<file path="config.mk">
export PLATFORM = sky130hd
export DESIGN_NAME = agu_conv_baddr
export DESIGN_NICKNAME = d
export VERILOG_FILES = /design/src/agu_conv_pkg.sv /design/src/agu_addr_pipeline.sv /design/src/agu_conv_baddr.sv /design/src/agu_entry_fifo.sv /design/src/agu_kernel_sequencer.sv /design/src/agu_loop_counters.sv
export SDC_FILE = /design/constraint.sdc
export NUM_CORES = 1
export LEC_CHECK = 0
export ABC_AREA = 1
export BUFFER_PORTS_ARGS = -buffer_cell sky130_fd_sc_hd__buf_2
export CAP_MARGIN = 20
export CORE_ASPECT_RATIO = 2
export CORE_UTILIZATION = 39
export DETAILED_ROUTE_END_ITERATION = 8
export PLACE_DENSITY = 0.6
export REMOVE_ABC_BUFFERS = 1
export SYNTH_ARGS = -nofsm -noshare
export SYNTH_HDL_FRONTEND = slang
export SYNTH_SLANG_ARGS = --single-unit
</file>
<file path="constraint.sdc">
create_clock -name i_clk -period 7.9 [get_ports i_clk]
set_clock_uncertainty 0.15 [all_clocks]
set_input_delay 0.395 -clock i_clk [delete_from_list [all_inputs] [get_ports i_clk]]
set_output_delay 0.395 -clock i_clk [all_outputs]
set_load 0.01 [all_outputs]
</file>
<file path="src/agu_conv_pkg.sv">
package agu_conv_pkg;

    // -------------------------------------------------------------------------
    // Sizes
    // -------------------------------------------------------------------------
    localparam int ADDR_W           = 12;
    localparam int PE_COLS          = 7;               // PE columns per part
    localparam int FIFO_DEPTH       = 16;
    localparam int FIFO_AW          = $clog2(FIFO_DEPTH);
    localparam int FIFO_AFULL_LEVEL = FIFO_DEPTH - 2;  // Room for the write one cycle behind

    // -------------------------------------------------------------------------
    // Vector types
    // -------------------------------------------------------------------------
    typedef logic [ADDR_W-1:0]  addr_t;      // Address, line size or row index
    typedef logic [7:0]         piece_t;     // Piece count, output rows
    typedef logic [4:0]         part_t;
    typedef logic [3:0]         ker_t;       // Kernel size or index
    typedef logic [1:0]         pad_t;
    typedef logic [1:0]         stride_t;
    typedef logic [17:0]        entry_t;     // {first, last, ker col, base addr}
    typedef logic [FIFO_AW-1:0] fifo_ptr_t;
    typedef logic [FIFO_AW:0]   fifo_cnt_t;  // Holds 0 up to FIFO_DEPTH

    // Kernel row sequencer
    typedef enum logic [1:0] {
        KER_IDLE,       // Waiting for a piece address
        KER_ROW_SKIP,   // Row in padding
        KER_COL_RUN,    // Stepping columns
        KER_ROW_INC     // Row pointer moved, pad test valid here
    } ker_state_e;

endpackage

</file>
<file path="src/agu_addr_pipeline.sv">
`timescale 1ns/10ps

module agu_addr_pipeline (
    input  logic                  i_clk,
    input  logic                  i_rst_n,
    input  logic                  i_start,
    input  logic                  i_row_en,
    input  logic                  i_part_en,
    input  logic                  i_in_piece_en,
    input  logic                  i_ker_row_en,
    input  logic                  i_col_step,
    input  logic                  i_part_first,
    input  logic                  i_part_last,
    input  agu_conv_pkg::ker_t    i_cur_ker_col,
    input  agu_conv_pkg::addr_t   i_start_addr,
    input  agu_conv_pkg::addr_t   i_one_line_size,
    input  agu_conv_pkg::addr_t   i_stride_line_size,
    input  agu_conv_pkg::piece_t  i_in_xlength,
    input  agu_conv_pkg::pad_t    i_pad,
    input  agu_conv_pkg::stride_t i_stride,
    input  logic                  i_first_tiling,
    output logic                  o_piece_load,
    output logic                  o_entry_wen,
    output agu_conv_pkg::entry_t  o_entry
);

    logic [2:0]          r_start_d;      // Bit n is stage n+1
    logic [2:0]          r_in_piece_d;
    logic [1:0]          r_part_d;
    logic                r_row_d;
    agu_conv_pkg::addr_t r_line_base;    // Stage 1
    agu_conv_pkg::addr_t r_part_off;     // Stage 1, part * 7 * stride
    agu_conv_pkg::addr_t r_piece_addr;   // Stage 2
    agu_conv_pkg::addr_t r_ker_addr;     // Stage 3, pad already removed
    agu_conv_pkg::addr_t c_pad_w;
    agu_conv_pkg::addr_t c_pad_lines;
    agu_conv_pkg::addr_t c_part_stride;

    assign c_pad_w       = agu_conv_pkg::addr_t'(i_pad);
    assign c_pad_lines   = c_pad_w * i_one_line_size;
    assign c_part_stride = agu_conv_pkg::addr_t'(agu_conv_pkg::PE_COLS)
                           * agu_conv_pkg::addr_t'(i_stride);

    // Delay line for start and loop advances
    always_ff @(posedge i_clk or negedge i_rst_n) begin
        if (!i_rst_n) begin
            r_start_d    <= '0;
            r_in_piece_d <= '0;
            r_part_d     <= '0;
            r_row_d      <= 1'b0;
            o_entry_wen  <= 1'b0;
        end else begin
            r_start_d    <= {r_start_d[1:0], i_start};
            r_in_piece_d <= {r_in_piece_d[1:0], i_in_piece_en};
            r_part_d     <= {r_part_d[0], i_part_en};
            r_row_d      <= i_row_en;
            o_entry_wen  <= i_col_step;      // Entry lands one cycle after the step
        end
    end

    // -------------------------------------------------------------------------
    // Stage 1: line base and part offset
    // -------------------------------------------------------------------------
    always_ff @(posedge i_clk) begin
        if (r_start_d[0])
            r_line_base <= i_first_tiling ? i_start_addr - c_pad_lines : i_start_addr;
        else if (r_row_d)
            r_line_base <= r_line_base + i_stride_line_size;
        // Part index already moved, part zero means wrap
        if (r_start_d[0] || (r_part_d[0] && i_part_first))
            r_part_off <= '0;
        else if (r_part_d[0])
            r_part_off <= r_part_off + c_part_stride;
    end

    // Stage 2: input piece address
    always_ff @(posedge i_clk) begin
        if (r_start_d[1] || r_part_d[1])    // Part covers row advances too
            r_piece_addr <= r_line_base + r_part_off;
        else if (r_in_piece_d[1])
            r_piece_addr <= r_piece_addr + agu_conv_pkg::addr_t'(i_in_xlength);
    end

    // -------------------------------------------------------------------------
    // Stage 3: kernel row address
    // -------------------------------------------------------------------------
    always_ff @(posedge i_clk) begin
        if (o_piece_load)
            r_ker_addr <= r_piece_addr - c_pad_w;
        else if (i_ker_row_en)
            r_ker_addr <= r_ker_addr + i_one_line_size;   // Skipped rows count too
    end

    assign o_piece_load = r_start_d[2] || r_in_piece_d[2];

    // Entry assembly
    always_ff @(posedge i_clk) begin
        if (i_col_step)
            o_entry <= {i_part_first, i_part_last, i_cur_ker_col,
                        r_ker_addr + agu_conv_pkg::addr_t'(i_cur_ker_col)};
    end

endmodule

</file>
<file path="src/agu_conv_baddr.sv">
`timescale 1ns/10ps

module agu_conv_baddr (
    input  logic                  i_clk,
    input  logic                  i_rst_n,
    input  agu_conv_pkg::addr_t   i_start_addr,
    input  agu_conv_pkg::piece_t  i_in_piece_num,
    input  agu_conv_pkg::piece_t  i_out_piece_num,
    input  agu_conv_pkg::piece_t  i_out_ylength,
    input  agu_conv_pkg::part_t   i_part_num,
    input  agu_conv_pkg::piece_t  i_in_ylength,
    input  agu_conv_pkg::piece_t  i_in_xlength,
    input  logic                  i_first_tiling,
    input  logic                  i_last_tiling,
    input  agu_conv_pkg::addr_t   i_one_line_size,      // x-length * input pieces
    input  agu_conv_pkg::addr_t   i_stride_line_size,   // Line size * stride
    input  agu_conv_pkg::pad_t    i_pad,
    input  agu_conv_pkg::stride_t i_stride,
    input  agu_conv_pkg::ker_t    i_kernel,
    input  logic                  i_start,              // One-cycle pulse
    input  logic                  i_fifo_ren,
    output agu_conv_pkg::addr_t   o_base_addr,
    output agu_conv_pkg::ker_t    o_ker_col,
    output logic [1:0]            o_part_flag,
    output logic                  o_pre_comp_rdy,
    output logic                  o_endf
);

    agu_conv_pkg::ker_t   cur_ker_col;
    agu_conv_pkg::entry_t entry;
    logic                 part_first;
    logic                 part_last;
    logic                 ker_row_last;
    logic                 ker_col_last;
    logic                 ker_row_en;
    logic                 row_en;
    logic                 part_en;
    logic                 in_piece_en;
    logic                 work_done;
    logic                 col_step;
    logic                 row_skip;
    logic                 piece_load;
    logic                 entry_wen;
    logic                 almost_full;

    agu_loop_counters u_loop_counters (
        .i_clk(i_clk), .i_rst_n(i_rst_n), .i_start(i_start),
        .i_out_ylength(i_out_ylength), .i_out_piece_num(i_out_piece_num),
        .i_in_piece_num(i_in_piece_num), .i_part_num(i_part_num), .i_kernel(i_kernel),
        .i_col_step(col_step), .i_row_skip(row_skip),
        .o_cur_ker_col(cur_ker_col), .o_part_first(part_first), .o_part_last(part_last),
        .o_ker_row_last(ker_row_last), .o_ker_col_last(ker_col_last),
        .o_ker_row_en(ker_row_en), .o_row_en(row_en), .o_part_en(part_en),
        .o_in_piece_en(in_piece_en), .o_work_done(work_done)
    );

    agu_kernel_sequencer u_kernel_seq (
        .i_clk(i_clk), .i_rst_n(i_rst_n), .i_start(i_start),
        .i_piece_load(piece_load), .i_row_en(row_en), .i_in_piece_en(in_piece_en),
        .i_ker_row_last(ker_row_last), .i_ker_col_last(ker_col_last),
        .i_almost_full(almost_full), .i_stride(i_stride), .i_pad(i_pad),
        .i_in_ylength(i_in_ylength), .i_first_tiling(i_first_tiling),
        .i_last_tiling(i_last_tiling), .o_col_step(col_step), .o_row_skip(row_skip)
    );

    agu_addr_pipeline u_addr_pipe (
        .i_clk(i_clk), .i_rst_n(i_rst_n), .i_start(i_start),
        .i_row_en(row_en), .i_part_en(part_en), .i_in_piece_en(in_piece_en),
        .i_ker_row_en(ker_row_en), .i_col_step(col_step),
        .i_part_first(part_first), .i_part_last(part_last), .i_cur_ker_col(cur_ker_col),
        .i_start_addr(i_start_addr), .i_one_line_size(i_one_line_size),
        .i_stride_line_size(i_stride_line_size), .i_in_xlength(i_in_xlength),
        .i_pad(i_pad), .i_stride(i_stride), .i_first_tiling(i_first_tiling),
        .o_piece_load(piece_load), .o_entry_wen(entry_wen), .o_entry(entry)
    );

    agu_entry_fifo u_entry_fifo (
        .i_clk(i_clk), .i_rst_n(i_rst_n), .i_start(i_start),
        .i_wen(entry_wen), .i_ren(i_fifo_ren), .i_work_done(work_done), .i_entry(entry),
        .o_base_addr(o_base_addr), .o_ker_col(o_ker_col), .o_part_flag(o_part_flag),
        .o_almost_full(almost_full), .o_pre_comp_rdy(o_pre_comp_rdy), .o_endf(o_endf)
    );

endmodule

</file>
<file path="src/agu_entry_fifo.sv">
`timescale 1ns/10ps

module agu_entry_fifo (
    input  logic                 i_clk,
    input  logic                 i_rst_n,
    input  logic                 i_start,
    input  logic                 i_wen,
    input  logic                 i_ren,
    input  logic                 i_work_done,
    input  agu_conv_pkg::entry_t i_entry,
    output agu_conv_pkg::addr_t  o_base_addr,
    output agu_conv_pkg::ker_t   o_ker_col,
    output logic [1:0]           o_part_flag,    // First, last
    output logic                 o_almost_full,
    output logic                 o_pre_comp_rdy,
    output logic                 o_endf
);

    agu_conv_pkg::entry_t    r_mem [agu_conv_pkg::FIFO_DEPTH];
    agu_conv_pkg::fifo_ptr_t r_wr_ptr;
    agu_conv_pkg::fifo_ptr_t r_rd_ptr;
    agu_conv_pkg::fifo_cnt_t r_count;
    agu_conv_pkg::entry_t    c_head;
    logic                    c_wr;
    logic                    c_rd;

    assign c_wr = i_wen && (r_count != agu_conv_pkg::fifo_cnt_t'(agu_conv_pkg::FIFO_DEPTH));
    assign c_rd = i_ren && (r_count != '0);     // Read while empty ignored

    always_ff @(posedge i_clk) begin
        if (c_wr)
            r_mem[r_wr_ptr] <= i_entry;
    end

    always_ff @(posedge i_clk or negedge i_rst_n) begin
        if (!i_rst_n) begin
            r_wr_ptr <= '0;
            r_rd_ptr <= '0;
            r_count  <= '0;
        end else begin
            if (c_wr)
                r_wr_ptr <= r_wr_ptr + 1'b1;    // Power-of-two depth, wraps itself
            if (c_rd)
                r_rd_ptr <= r_rd_ptr + 1'b1;
            case ({c_wr, c_rd})
                2'b10:   r_count <= r_count + 1'b1;
                2'b01:   r_count <= r_count - 1'b1;
                default: r_count <= r_count;
            endcase
        end
    end

    // Show-ahead head word
    assign c_head      = r_mem[r_rd_ptr];
    assign o_base_addr = c_head[agu_conv_pkg::ADDR_W-1:0];
    assign o_ker_col   = c_head[15:12];
    assign o_part_flag = c_head[17:16];

    assign o_pre_comp_rdy = r_count != '0;
    assign o_almost_full  = r_count >= agu_conv_pkg::fifo_cnt_t'(agu_conv_pkg::FIFO_AFULL_LEVEL);
    // Last write may still be in flight when done latches
    assign o_endf = i_work_done && !o_pre_comp_rdy && !i_wen && !i_start;

endmodule

</file>
<file path="src/agu_kernel_sequencer.sv">
`timescale 1ns/10ps

module agu_kernel_sequencer (
    input  logic                  i_clk,
    input  logic                  i_rst_n,
    input  logic                  i_start,
    input  logic                  i_piece_load,
    input  logic                  i_row_en,
    input  logic                  i_in_piece_en,
    input  logic                  i_ker_row_last,
    input  logic                  i_ker_col_last,
    input  logic                  i_almost_full,
    input  agu_conv_pkg::stride_t i_stride,
    input  agu_conv_pkg::pad_t    i_pad,
    input  agu_conv_pkg::piece_t  i_in_ylength,
    input  logic                  i_first_tiling,
    input  logic                  i_last_tiling,
    output logic                  o_col_step,
    output logic                  o_row_skip
);

    agu_conv_pkg::ker_state_e r_state;
    agu_conv_pkg::ker_state_e c_state_nxt;
    agu_conv_pkg::addr_t      r_row_base;    // Output row times stride
    agu_conv_pkg::addr_t      r_in_row;      // Plus kernel row
    agu_conv_pkg::addr_t      c_pad_w;
    agu_conv_pkg::addr_t      c_ylen_w;
    logic                     c_row_adv;
    logic                     c_pad_row;

    assign c_pad_w  = agu_conv_pkg::addr_t'(i_pad);
    assign c_ylen_w = agu_conv_pkg::addr_t'(i_in_ylength);

    // Padding rows per tiling position
    assign c_pad_row = (i_first_tiling && (r_in_row < c_pad_w))
                       || (i_first_tiling && i_last_tiling && (r_in_row >= c_ylen_w + c_pad_w))
                       || (!i_first_tiling && i_last_tiling && (r_in_row >= c_ylen_w));

    assign c_row_adv = o_row_skip || (o_col_step && i_ker_col_last);

    // -------------------------------------------------------------------------
    // Input row tracking
    // -------------------------------------------------------------------------
    always_ff @(posedge i_clk or negedge i_rst_n) begin
        if (!i_rst_n) begin
            r_row_base <= '0;
            r_in_row   <= '0;
        end else if (i_start) begin
            r_row_base <= '0;
            r_in_row   <= '0;
        end else begin
            if (i_row_en)
                r_row_base <= r_row_base + agu_conv_pkg::addr_t'(i_stride);
            if (i_piece_load)
                r_in_row <= r_row_base;     // Kernel row back to 0
            else if (c_row_adv && !i_in_piece_en)
                r_in_row <= r_in_row + 12'd1;
        end
    end

    // -------------------------------------------------------------------------
    // Kernel row FSM
    // -------------------------------------------------------------------------
    always_ff @(posedge i_clk or negedge i_rst_n) begin
        if (!i_rst_n)
            r_state <= agu_conv_pkg::KER_IDLE;
        else if (i_start)
            r_state <= agu_conv_pkg::KER_IDLE;
        else
            r_state <= c_state_nxt;
    end

    always_comb begin
        c_state_nxt = r_state;
        case (r_state)
            agu_conv_pkg::KER_IDLE:
                if (i_piece_load)           // Stage 3 settles this cycle
                    c_state_nxt = agu_conv_pkg::KER_ROW_INC;
            agu_conv_pkg::KER_ROW_INC:
                c_state_nxt = c_pad_row ? agu_conv_pkg::KER_ROW_SKIP
                                        : agu_conv_pkg::KER_COL_RUN;
            agu_conv_pkg::KER_ROW_SKIP:
                c_state_nxt = i_ker_row_last ? agu_conv_pkg::KER_IDLE
                                             : agu_conv_pkg::KER_ROW_INC;
            agu_conv_pkg::KER_COL_RUN:
                if (o_col_step && i_ker_col_last)
                    c_state_nxt = i_ker_row_last ? agu_conv_pkg::KER_IDLE
                                                 : agu_conv_pkg::KER_ROW_INC;
            default:
                c_state_nxt = agu_conv_pkg::KER_IDLE;
        endcase
    end

    assign o_col_step = (r_state == agu_conv_pkg::KER_COL_RUN) && !i_almost_full; // Stall
    assign o_row_skip = r_state == agu_conv_pkg::KER_ROW_SKIP;

endmodule

</file>
<file path="src/agu_loop_counters.sv">
`timescale 1ns/10ps

module agu_loop_counters (
    input  logic                 i_clk,
    input  logic                 i_rst_n,
    input  logic                 i_start,
    input  agu_conv_pkg::piece_t i_out_ylength,
    input  agu_conv_pkg::piece_t i_out_piece_num,
    input  agu_conv_pkg::piece_t i_in_piece_num,
    input  agu_conv_pkg::part_t  i_part_num,
    input  agu_conv_pkg::ker_t   i_kernel,
    input  logic                 i_col_step,
    input  logic                 i_row_skip,
    output agu_conv_pkg::ker_t   o_cur_ker_col,
    output logic                 o_part_first,
    output logic                 o_part_last,
    output logic                 o_ker_row_last,
    output logic                 o_ker_col_last,
    output logic                 o_ker_row_en,   // Kernel row done, stepped or skipped
    output logic                 o_row_en,
    output logic                 o_part_en,
    output logic                 o_in_piece_en,
    output logic                 o_work_done
);

    logic                 r_start;       // Clear lags start by one cycle
    agu_conv_pkg::piece_t r_row;         // Output row
    agu_conv_pkg::piece_t r_out_piece;
    agu_conv_pkg::part_t  r_part;
    agu_conv_pkg::piece_t r_in_piece;
    agu_conv_pkg::ker_t   r_ker_row;
    agu_conv_pkg::ker_t   r_ker_col;

    logic c_row_last;
    logic c_out_piece_last;
    logic c_in_piece_last;
    logic c_out_piece_en;
    logic c_final;                       // Last tap of the walk

    // Wrap detection
    assign c_row_last       = (r_row + 8'd1) == i_out_ylength;
    assign c_out_piece_last = (r_out_piece + 8'd1) == i_out_piece_num;
    assign o_part_last      = (r_part + 5'd1) == i_part_num;
    assign c_in_piece_last  = (r_in_piece + 8'd1) == i_in_piece_num;
    assign o_ker_row_last   = (r_ker_row + 4'd1) == i_kernel;
    assign o_ker_col_last   = (r_ker_col + 4'd1) == i_kernel;

    // -------------------------------------------------------------------------
    // Advance chain, inner to outer
    // -------------------------------------------------------------------------
    assign o_ker_row_en   = (i_col_step && o_ker_col_last) || i_row_skip;
    assign c_final        = o_ker_row_en && o_ker_row_last && c_in_piece_last
                            && o_part_last && c_out_piece_last && c_row_last;
    // Outer strobes held off at the end, no reload after the last tap
    assign o_in_piece_en  = o_ker_row_en && o_ker_row_last && !c_final;
    assign o_part_en      = o_in_piece_en && c_in_piece_last;
    assign c_out_piece_en = o_part_en && o_part_last;
    assign o_row_en       = c_out_piece_en && c_out_piece_last;

    always_ff @(posedge i_clk or negedge i_rst_n) begin
        if (!i_rst_n) begin
            r_row       <= '0;
            r_out_piece <= '0;
            r_part      <= '0;
            r_in_piece  <= '0;
            r_ker_row   <= '0;
            r_ker_col   <= '0;
        end else if (r_start) begin
            r_row       <= '0;
            r_out_piece <= '0;
            r_part      <= '0;
            r_in_piece  <= '0;
            r_ker_row   <= '0;
            r_ker_col   <= '0;
        end else begin
            if (i_col_step)
                r_ker_col <= o_ker_col_last ? 4'd0 : r_ker_col + 4'd1;
            if (o_ker_row_en)
                r_ker_row <= o_ker_row_last ? 4'd0 : r_ker_row + 4'd1;
            if (o_in_piece_en)
                r_in_piece <= c_in_piece_last ? 8'd0 : r_in_piece + 8'd1;
            if (o_part_en)
                r_part <= o_part_last ? 5'd0 : r_part + 5'd1;
            if (c_out_piece_en)
                r_out_piece <= c_out_piece_last ? 8'd0 : r_out_piece + 8'd1;
            if (o_row_en)
                r_row <= r_row + 8'd1;   // Never wraps, last row ends the walk
        end
    end

    // Start delay and done latch
    always_ff @(posedge i_clk or negedge i_rst_n) begin
        if (!i_rst_n) begin
            r_start     <= 1'b0;
            o_work_done <= 1'b0;
        end else begin
            r_start <= i_start;
            if (i_start)
                o_work_done <= 1'b0;
            else if (c_final)
                o_work_done <= 1'b1;
        end
    end

    assign o_cur_ker_col = r_ker_col;
    assign o_part_first  = r_part == 5'd0;

endmodule

</file>
==> flow_summary.ini, run 1 <==
[drt]
firstDrtPassIters = 5
vias_per_cell = 5.35
postRouteAntennaNets = 0
drtIter0Drc = 1062
drc_errors = 0
avgRoutedWirePerCell_microns = 19.4
routed_wl_mm = 62.2
vias = 17100

[yosys]
synth.area.top_cells = edfxtp_1, dfrtp_1, nand2_1
ys_types = 53
synth_edf_count = 342
synth_area_sq_mm = 0.0234
ys_ff_latch = 441
async_reset_ff_share_pct = 19.7
synth_seq_area_share_pct = 54.3
yosys_warnings = 0
synth.top_cell.area_share_pct = 44.0
synth.largest_area_cell = edfxtp_1
syn_inst = 2297
avgSynthCellArea_sq_um = 10.2
synth_ff_type = edfxtp_1

[sta]
min_period_ps = 4140
rsz0062_at_grt = false
fin_crit_sh_pct = 52.4
setup_viol = 0
tightest_slew_ps = 1090
finalSetupTns_ps = 0
max_freq_mhz = 241
maxSlewViolCount = 0
max-slew-margin-rel_pct = 27.4
fin_hold_ws_ps = 92.4
hold_viol_final = 0

[grt]
grtUsageTotal_pct = 20.6
antenna_found_initial = 10
grt_pass1_vias = 17300
grt_pass1_wl_mm = 96.5
overflow = 0
grt_max_degree = 109

[critical_path]
cp_max_fo = 70
startpoint = u_entry_fifo.r_rd_ptr[0]
cp-end-kind = primary output
setup.worst_path.start_class = flop
rr_startpoint = u_kernel_seq.r_state[0]
arrival_ps = 3600
path_class = flop to primary output
required_ps = 7360

[power_and_ir_drop]
p_comb_share_pct = 29.8
cellLeakagePower_nw = 10.5
clockPowerShare_pct = 27.4
p_sw_w = 0.00257
internal-power_w = 0.00467
peakVddDrop_mv = 0.174
p_sw_share_pct = 35.5
power_frac_seq_pct = 42.8
powerDensity_mw_per_mm2 = 277

[layout]
layout-drive-gt1-share_pct = 10.7
layout_common_cells = nand2_1, edfxtp_1, nor2_1
syn2layout_area_growth_pct = 11.8
final-seq-area_sq_mm = 0.0127
final_common_cell = nand2_1
fill_cells = 5581
stdcell_count = 3198
fin_nets = 2620
multi_input_area_sq_mm = 0.00965
final_cell_area_sq_mm = 0.0261

[clocking]
clkSinkCount = 441
cts_made_buffers = 41
cts_hold_buf = 2
ctsLongestPathBuffers = 3
cts.repair.resized = 0
cts.htree.levels = 2
cts_tree = done
post_cts_buffers = 0
clk_pin_slew_worst_paths_ps = 60
clkLatencyLatePin_ps = 560
cts_root_buffer = clkbuf_16

[die]
io_pins = 115
start_util_pct = 39.5
rows = 126
design.core.area_sq_mm = 0.0591
fp.dieArea_sq_mm = 0.0609
fp.dieW_microns = 175
die_y_microns = 348

[place]
gp_congestion = 0.834
place_inst = 3116
port_buffers = 114
placed_area_sq_mm = 0.0248
hpwl_mm = 43.7

[worst_hold_path]
hold_class = primary input to flop
hold_start = i_start_addr[0]

[run]
drv_cap = 0

[status]
run_status = finished, final reports clean
state kept, by name, indices dropped and copies added, names as in the netlist, 2 cells and up:
signal / cells
u_addr_pipe.r_part_off: 12
u_entry_fifo.r_wr_ptr: 4
u_addr_pipe.r_start_d: 3
u_kernel_seq.r_in_row: 12
u_kernel_seq.r_state: 2
u_addr_pipe.r_in_piece_d: 3
u_loop_counters.r_in_piece: 8
u_entry_fifo.r_rd_ptr: 4
u_loop_counters.r_ker_row: 4
u_entry_fifo.r_count: 5
u_kernel_seq.r_row_base: 12
u_entry_fifo.r_mem: 288
u_loop_counters.o_cur_ker_col: 4
u_addr_pipe.r_ker_addr: 12
u_addr_pipe.o_entry: 18
u_addr_pipe.r_piece_addr: 12
u_loop_counters.r_out_piece: 8
u_loop_counters.r_row: 8
u_loop_counters.r_part: 5
u_addr_pipe.r_part_d: 2
u_addr_pipe.r_line_base: 12
path summary, 6_finish.rpt:
check                           slack [ps]  cells past startpoint                           to
worst max-delay path                  3760                      7               o_base_addr[1]
worst min-delay path                    90                      3   u_addr_pipe.r_line_base[0]
worst max register to register        4590                     13   u_kernel_seq.r_row_base[6]
worst min register to register         200                      0  u_addr_pipe.r_in_piece_d[1]
max in group asynchronous             6120                      3     u_entry_fifo.r_rd_ptr[0]
min in group asynchronous              130                      2     u_kernel_seq.r_in_row[9]
power by group through the flow:
stage | registers, W | logic, W | clock network, W
final | 0.00310 | 0.00216 | 0.00199
after global routing | 0.00313 | 0.00242 | 0.00210
after CTS | 0.00310 | 0.00219 | 0.00202
after detailed placement | 0.00315 | 0.00218 | 0
after global placement | 0.00313 | 0.00212 | 0
after floorplan | 0.00314 | 0.00140 | 0
final cells by class:
| cell class | count | area share [%] |
|---|---|---|
| Sequential cell | 441 | 48.6 |
| Multi-Input combinational cell | 1570 | 37.0 |
| Clock buffer | 53 | 4.26 |
| Tap cell | 768 | 3.68 |
| Inverter | 210 | 3.02 |
| Timing Repair Buffer | 129 | 2.64 |
| Clock inverter | 23 | 0.786 |
| Antenna cell | 4 | 0.0383 |
cell usage after synthesis (all sizes together) (16+ instances only):
master	count
edfxtp	342
xor2	68
buf	16
fa	22
xnor2	27
nand4	25
o211ai	22
o221ai	54
dfrtp	87
o32ai	20
inv	206
nor2	254
o21ai	170
clkbuf	60
nand3	158
mux2i	56
nand2	394
ha	110
a21oi	98
worst max-delay path: stages (launching register included):
cell      delay, ps
dfrtp_4         790
inv_2           840
buf_4           570
nor2_1           80
o221ai_1        220
nand3_1         140
nand2_1         190
buf_2           160
cells by family (layout without fill, tap and decap cells):
family | Yosys count | in the layout | share of synthesized area (%)
AND/OR/NAND/NOR | 869 | 869 | 16.2
XOR/XNOR | 95 | 95 | 3.56
AO/OA/AOI/OAI | 418 | 418 | 11.0
adder cells (fa/ha/maj) | 132 | 132 | 7.78
other | 0 | 4 | 0
buffers and inverters | 286 | 415 | 4.80
multiplexers | 56 | 56 | 2.40
flip-flops | 441 | 441 | 54.3
layer usage:
layer	part of all wire (%)	GRT usage, %	up-vias
met4	4.5	9.49	10
met2	55	40.1	416
met3	4.6	2.82	141
met1	36	21.5	8285
li1	-	-	8259
met5	0.10	0	-
metrics by stage:
stage	utilization, %	worst slack (ps)	power (W)
after global placement	41.9	4300	0.00526
after floorplan	-	2140	0.00454
after CTS	44.2	3660	0.00731
final	44.2	3760	0.00724
after detailed placement	41.9	4270	0.00533
after global routing	44.2	3510	0.00765
Power figures use the tool's default switching activity.
==> run 2: changes to the inputs <==
==> constraint.sdc (replaced) <==
create_clock -name i_clk -period 4.1 [get_ports i_clk]
set_clock_uncertainty 0.15 [all_clocks]
set_input_delay 0.205 -clock i_clk [delete_from_list [all_inputs] [get_ports i_clk]]
set_output_delay 0.205 -clock i_clk [all_outputs]
set_load 0.01 [all_outputs]
==> run 2 against run 1 <==
Against the previous run: die area unchanged; critical path depth down 1; critical path type unchanged; wire length up 1.7%; first-iteration DRC count down 9.0%; power up 96%; register-to-register slack worse by 3600 ps; sequential share of layout area down 0.55 points; design area up 1.1%; global-route usage up 0.15 points; combinational power up 94%; final cell count up 0.63%.
==> flow_summary.ini, run 2 (synthesis results as in run 1) <==
[sta]
min_period_ps = 3390
fin_crit_sh_pct = 82.7
max-slew-margin-rel_pct = 36.6
tightest_slew_ps = 950
hold_viol_final = 0
setup_viol = 0
maxSlewViolCount = 0
fin_hold_ws_ps = 52.3
max_freq_mhz = 295
rsz0062_at_grt = false

[grt]
grt_max_degree = 85
grt_pass1_vias = 17600
grtUsageTotal_pct = 20.8
overflow = 0
antenna_found_initial = 7
grt_pass1_wl_mm = 97.3

[critical_path]
slowest_delay_ps = 920
worst-path-buf-inv = 2
cp_max_fo = 56
setup.worst_path.start_class = flop
path_class = flop to primary output
critical_path.top_delay_family = flip-flops
rr_startpoint = u_addr_pipe.r_line_base[2]
arrival_ps = 3040
slowest_stage = dfrtp_4
cp-end-kind = primary output
startpoint = u_entry_fifo.r_rd_ptr[0]
cp_cell_sequence = buf_4 > nor2_1 > o32ai_1 > o211ai_1 > nand2_1 > buf_2
required_ps = 3740

[drt]
avgRoutedWirePerCell_microns = 19.6
vias_per_cell = 5.34
drc_errors = 0
vias = 17200
postRouteAntennaNets = 0
firstDrtPassIters = 5
routed_wl_mm = 63.2
drtIter0Drc = 966

[clocking]
clkSinkCount = 441
clk_pin_slew_worst_paths_ps = 70
cts_made_buffers = 41
cts_tree = done
cts_root_buffer = clkbuf_16
post_cts_buffers = 0
cts_hold_buf = 19
clkLatencyLatePin_ps = 570
cts.repair.resized = 0
ctsLongestPathBuffers = 3
cts.htree.levels = 2

[die]
die_y_microns = 348
fp.dieW_microns = 175
io_pins = 115
fp.dieArea_sq_mm = 0.0609
design.core.area_sq_mm = 0.0591
rows = 126
start_util_pct = 39.5

[power_and_ir_drop]
internal-power_w = 0.00921
p_sw_w = 0.00502
powerDensity_mw_per_mm2 = 539
cellLeakagePower_nw = 10.6
total_power_w = 0.0142
power_frac_seq_pct = 42.4
p_comb_share_pct = 29.4
p_sw_share_pct = 35.3
clockPowerShare_pct = 28.2
peakVddDrop_mv = 0.342

[worst_hold_path]
hold_start = i_out_ylength[5]
hold_class = primary input to flop

[layout]
largest_register_ffs = 288
fin_util_pct = 44.7
final_common_cell = nand2_1
stdcell_count = 3218
reg_top3 = u_entry_fifo.r_mem: 288 flops, u_addr_pipe.o_entry: 18 flops
fin_nets = 2645
syn2layout_area_growth_pct = 13.1
layout_common_cells = nand2_1, edfxtp_1, nor2_1
layout-drive-gt1-share_pct = 11.1
top_register = u_entry_fifo.r_mem

[place]
port_buffers = 114
place_inst = 3124
gp_congestion = 0.867
hpwl_mm = 44.5

[status]
run_status = finished, final reports clean

[run]
drv_cap = 0
-- run 2: tightest hold or removal path, delay by kind of cell --
kind	cells	cell delay, ps
AO/OA/AOI/OAI	1	70
buffers and inverters	1	100
AND/OR/NAND/NOR	6	360
-- run 2: metrics by stage --
step	TNS, ps	setup WS, ps	cell area (sq um)
after floorplan	-27280	-1470	23000
after global placement	0	843	24800
after detailed placement	0	811	24800
after CTS	0	722	26400
after global routing	0	596	26400
final	0	709	26400
-- run 2: final timing paths --
kind / endpoint / slack [ps] / cells past startpoint
setup reg to reg: u_addr_pipe.r_line_base[11] / 1040 / 13
setup / recovery: o_ker_col[3] / 710 / 6
hold / removal: u_loop_counters.o_work_done / 50 / 8
hold reg to reg: u_addr_pipe.r_in_piece_d[1] / 210 / 0
min in group asynchronous: u_kernel_seq.r_in_row[9] / 140 / 2
max in group asynchronous: u_loop_counters.r_out_piece[4] / 2730 / 3
-- run 2: area by class of cell --
cell class	instances	area, sq um
Clock inverter	23	295
Timing Repair Buffer	154	933
Clock buffer	51	1080
Inverter	210	788
Multi-Input combinational cell	1570	9650
Antenna cell	1	2.50
Fill cell	5546	32700
Tap cell	768	961
Sequential cell	441	12700
-- run 2: routing by layer --
layer / vias up / wire, microns / GRT usage, %
li1: 8304 / - / -
met1: 8330 / 22900 / 21.6
met2: 410 / 34900 / 40.5
met3: 141 / 2610 / 2.67
met4: 8 / 2770 / 9.81
met5: - / 41 / 0
-- run 2: power by group through the flow --
stage	logic, W	clock network (W)	registers (W)
finish	0.00418	0.00402	0.00603
detailed placement	0.00420	0	0.00611
CTS	0.00424	0.00410	0.00602
floorplan	0.00269	0	0.00605
global route	0.00468	0.00424	0.00609
global placement	0.00409	0	0.00608
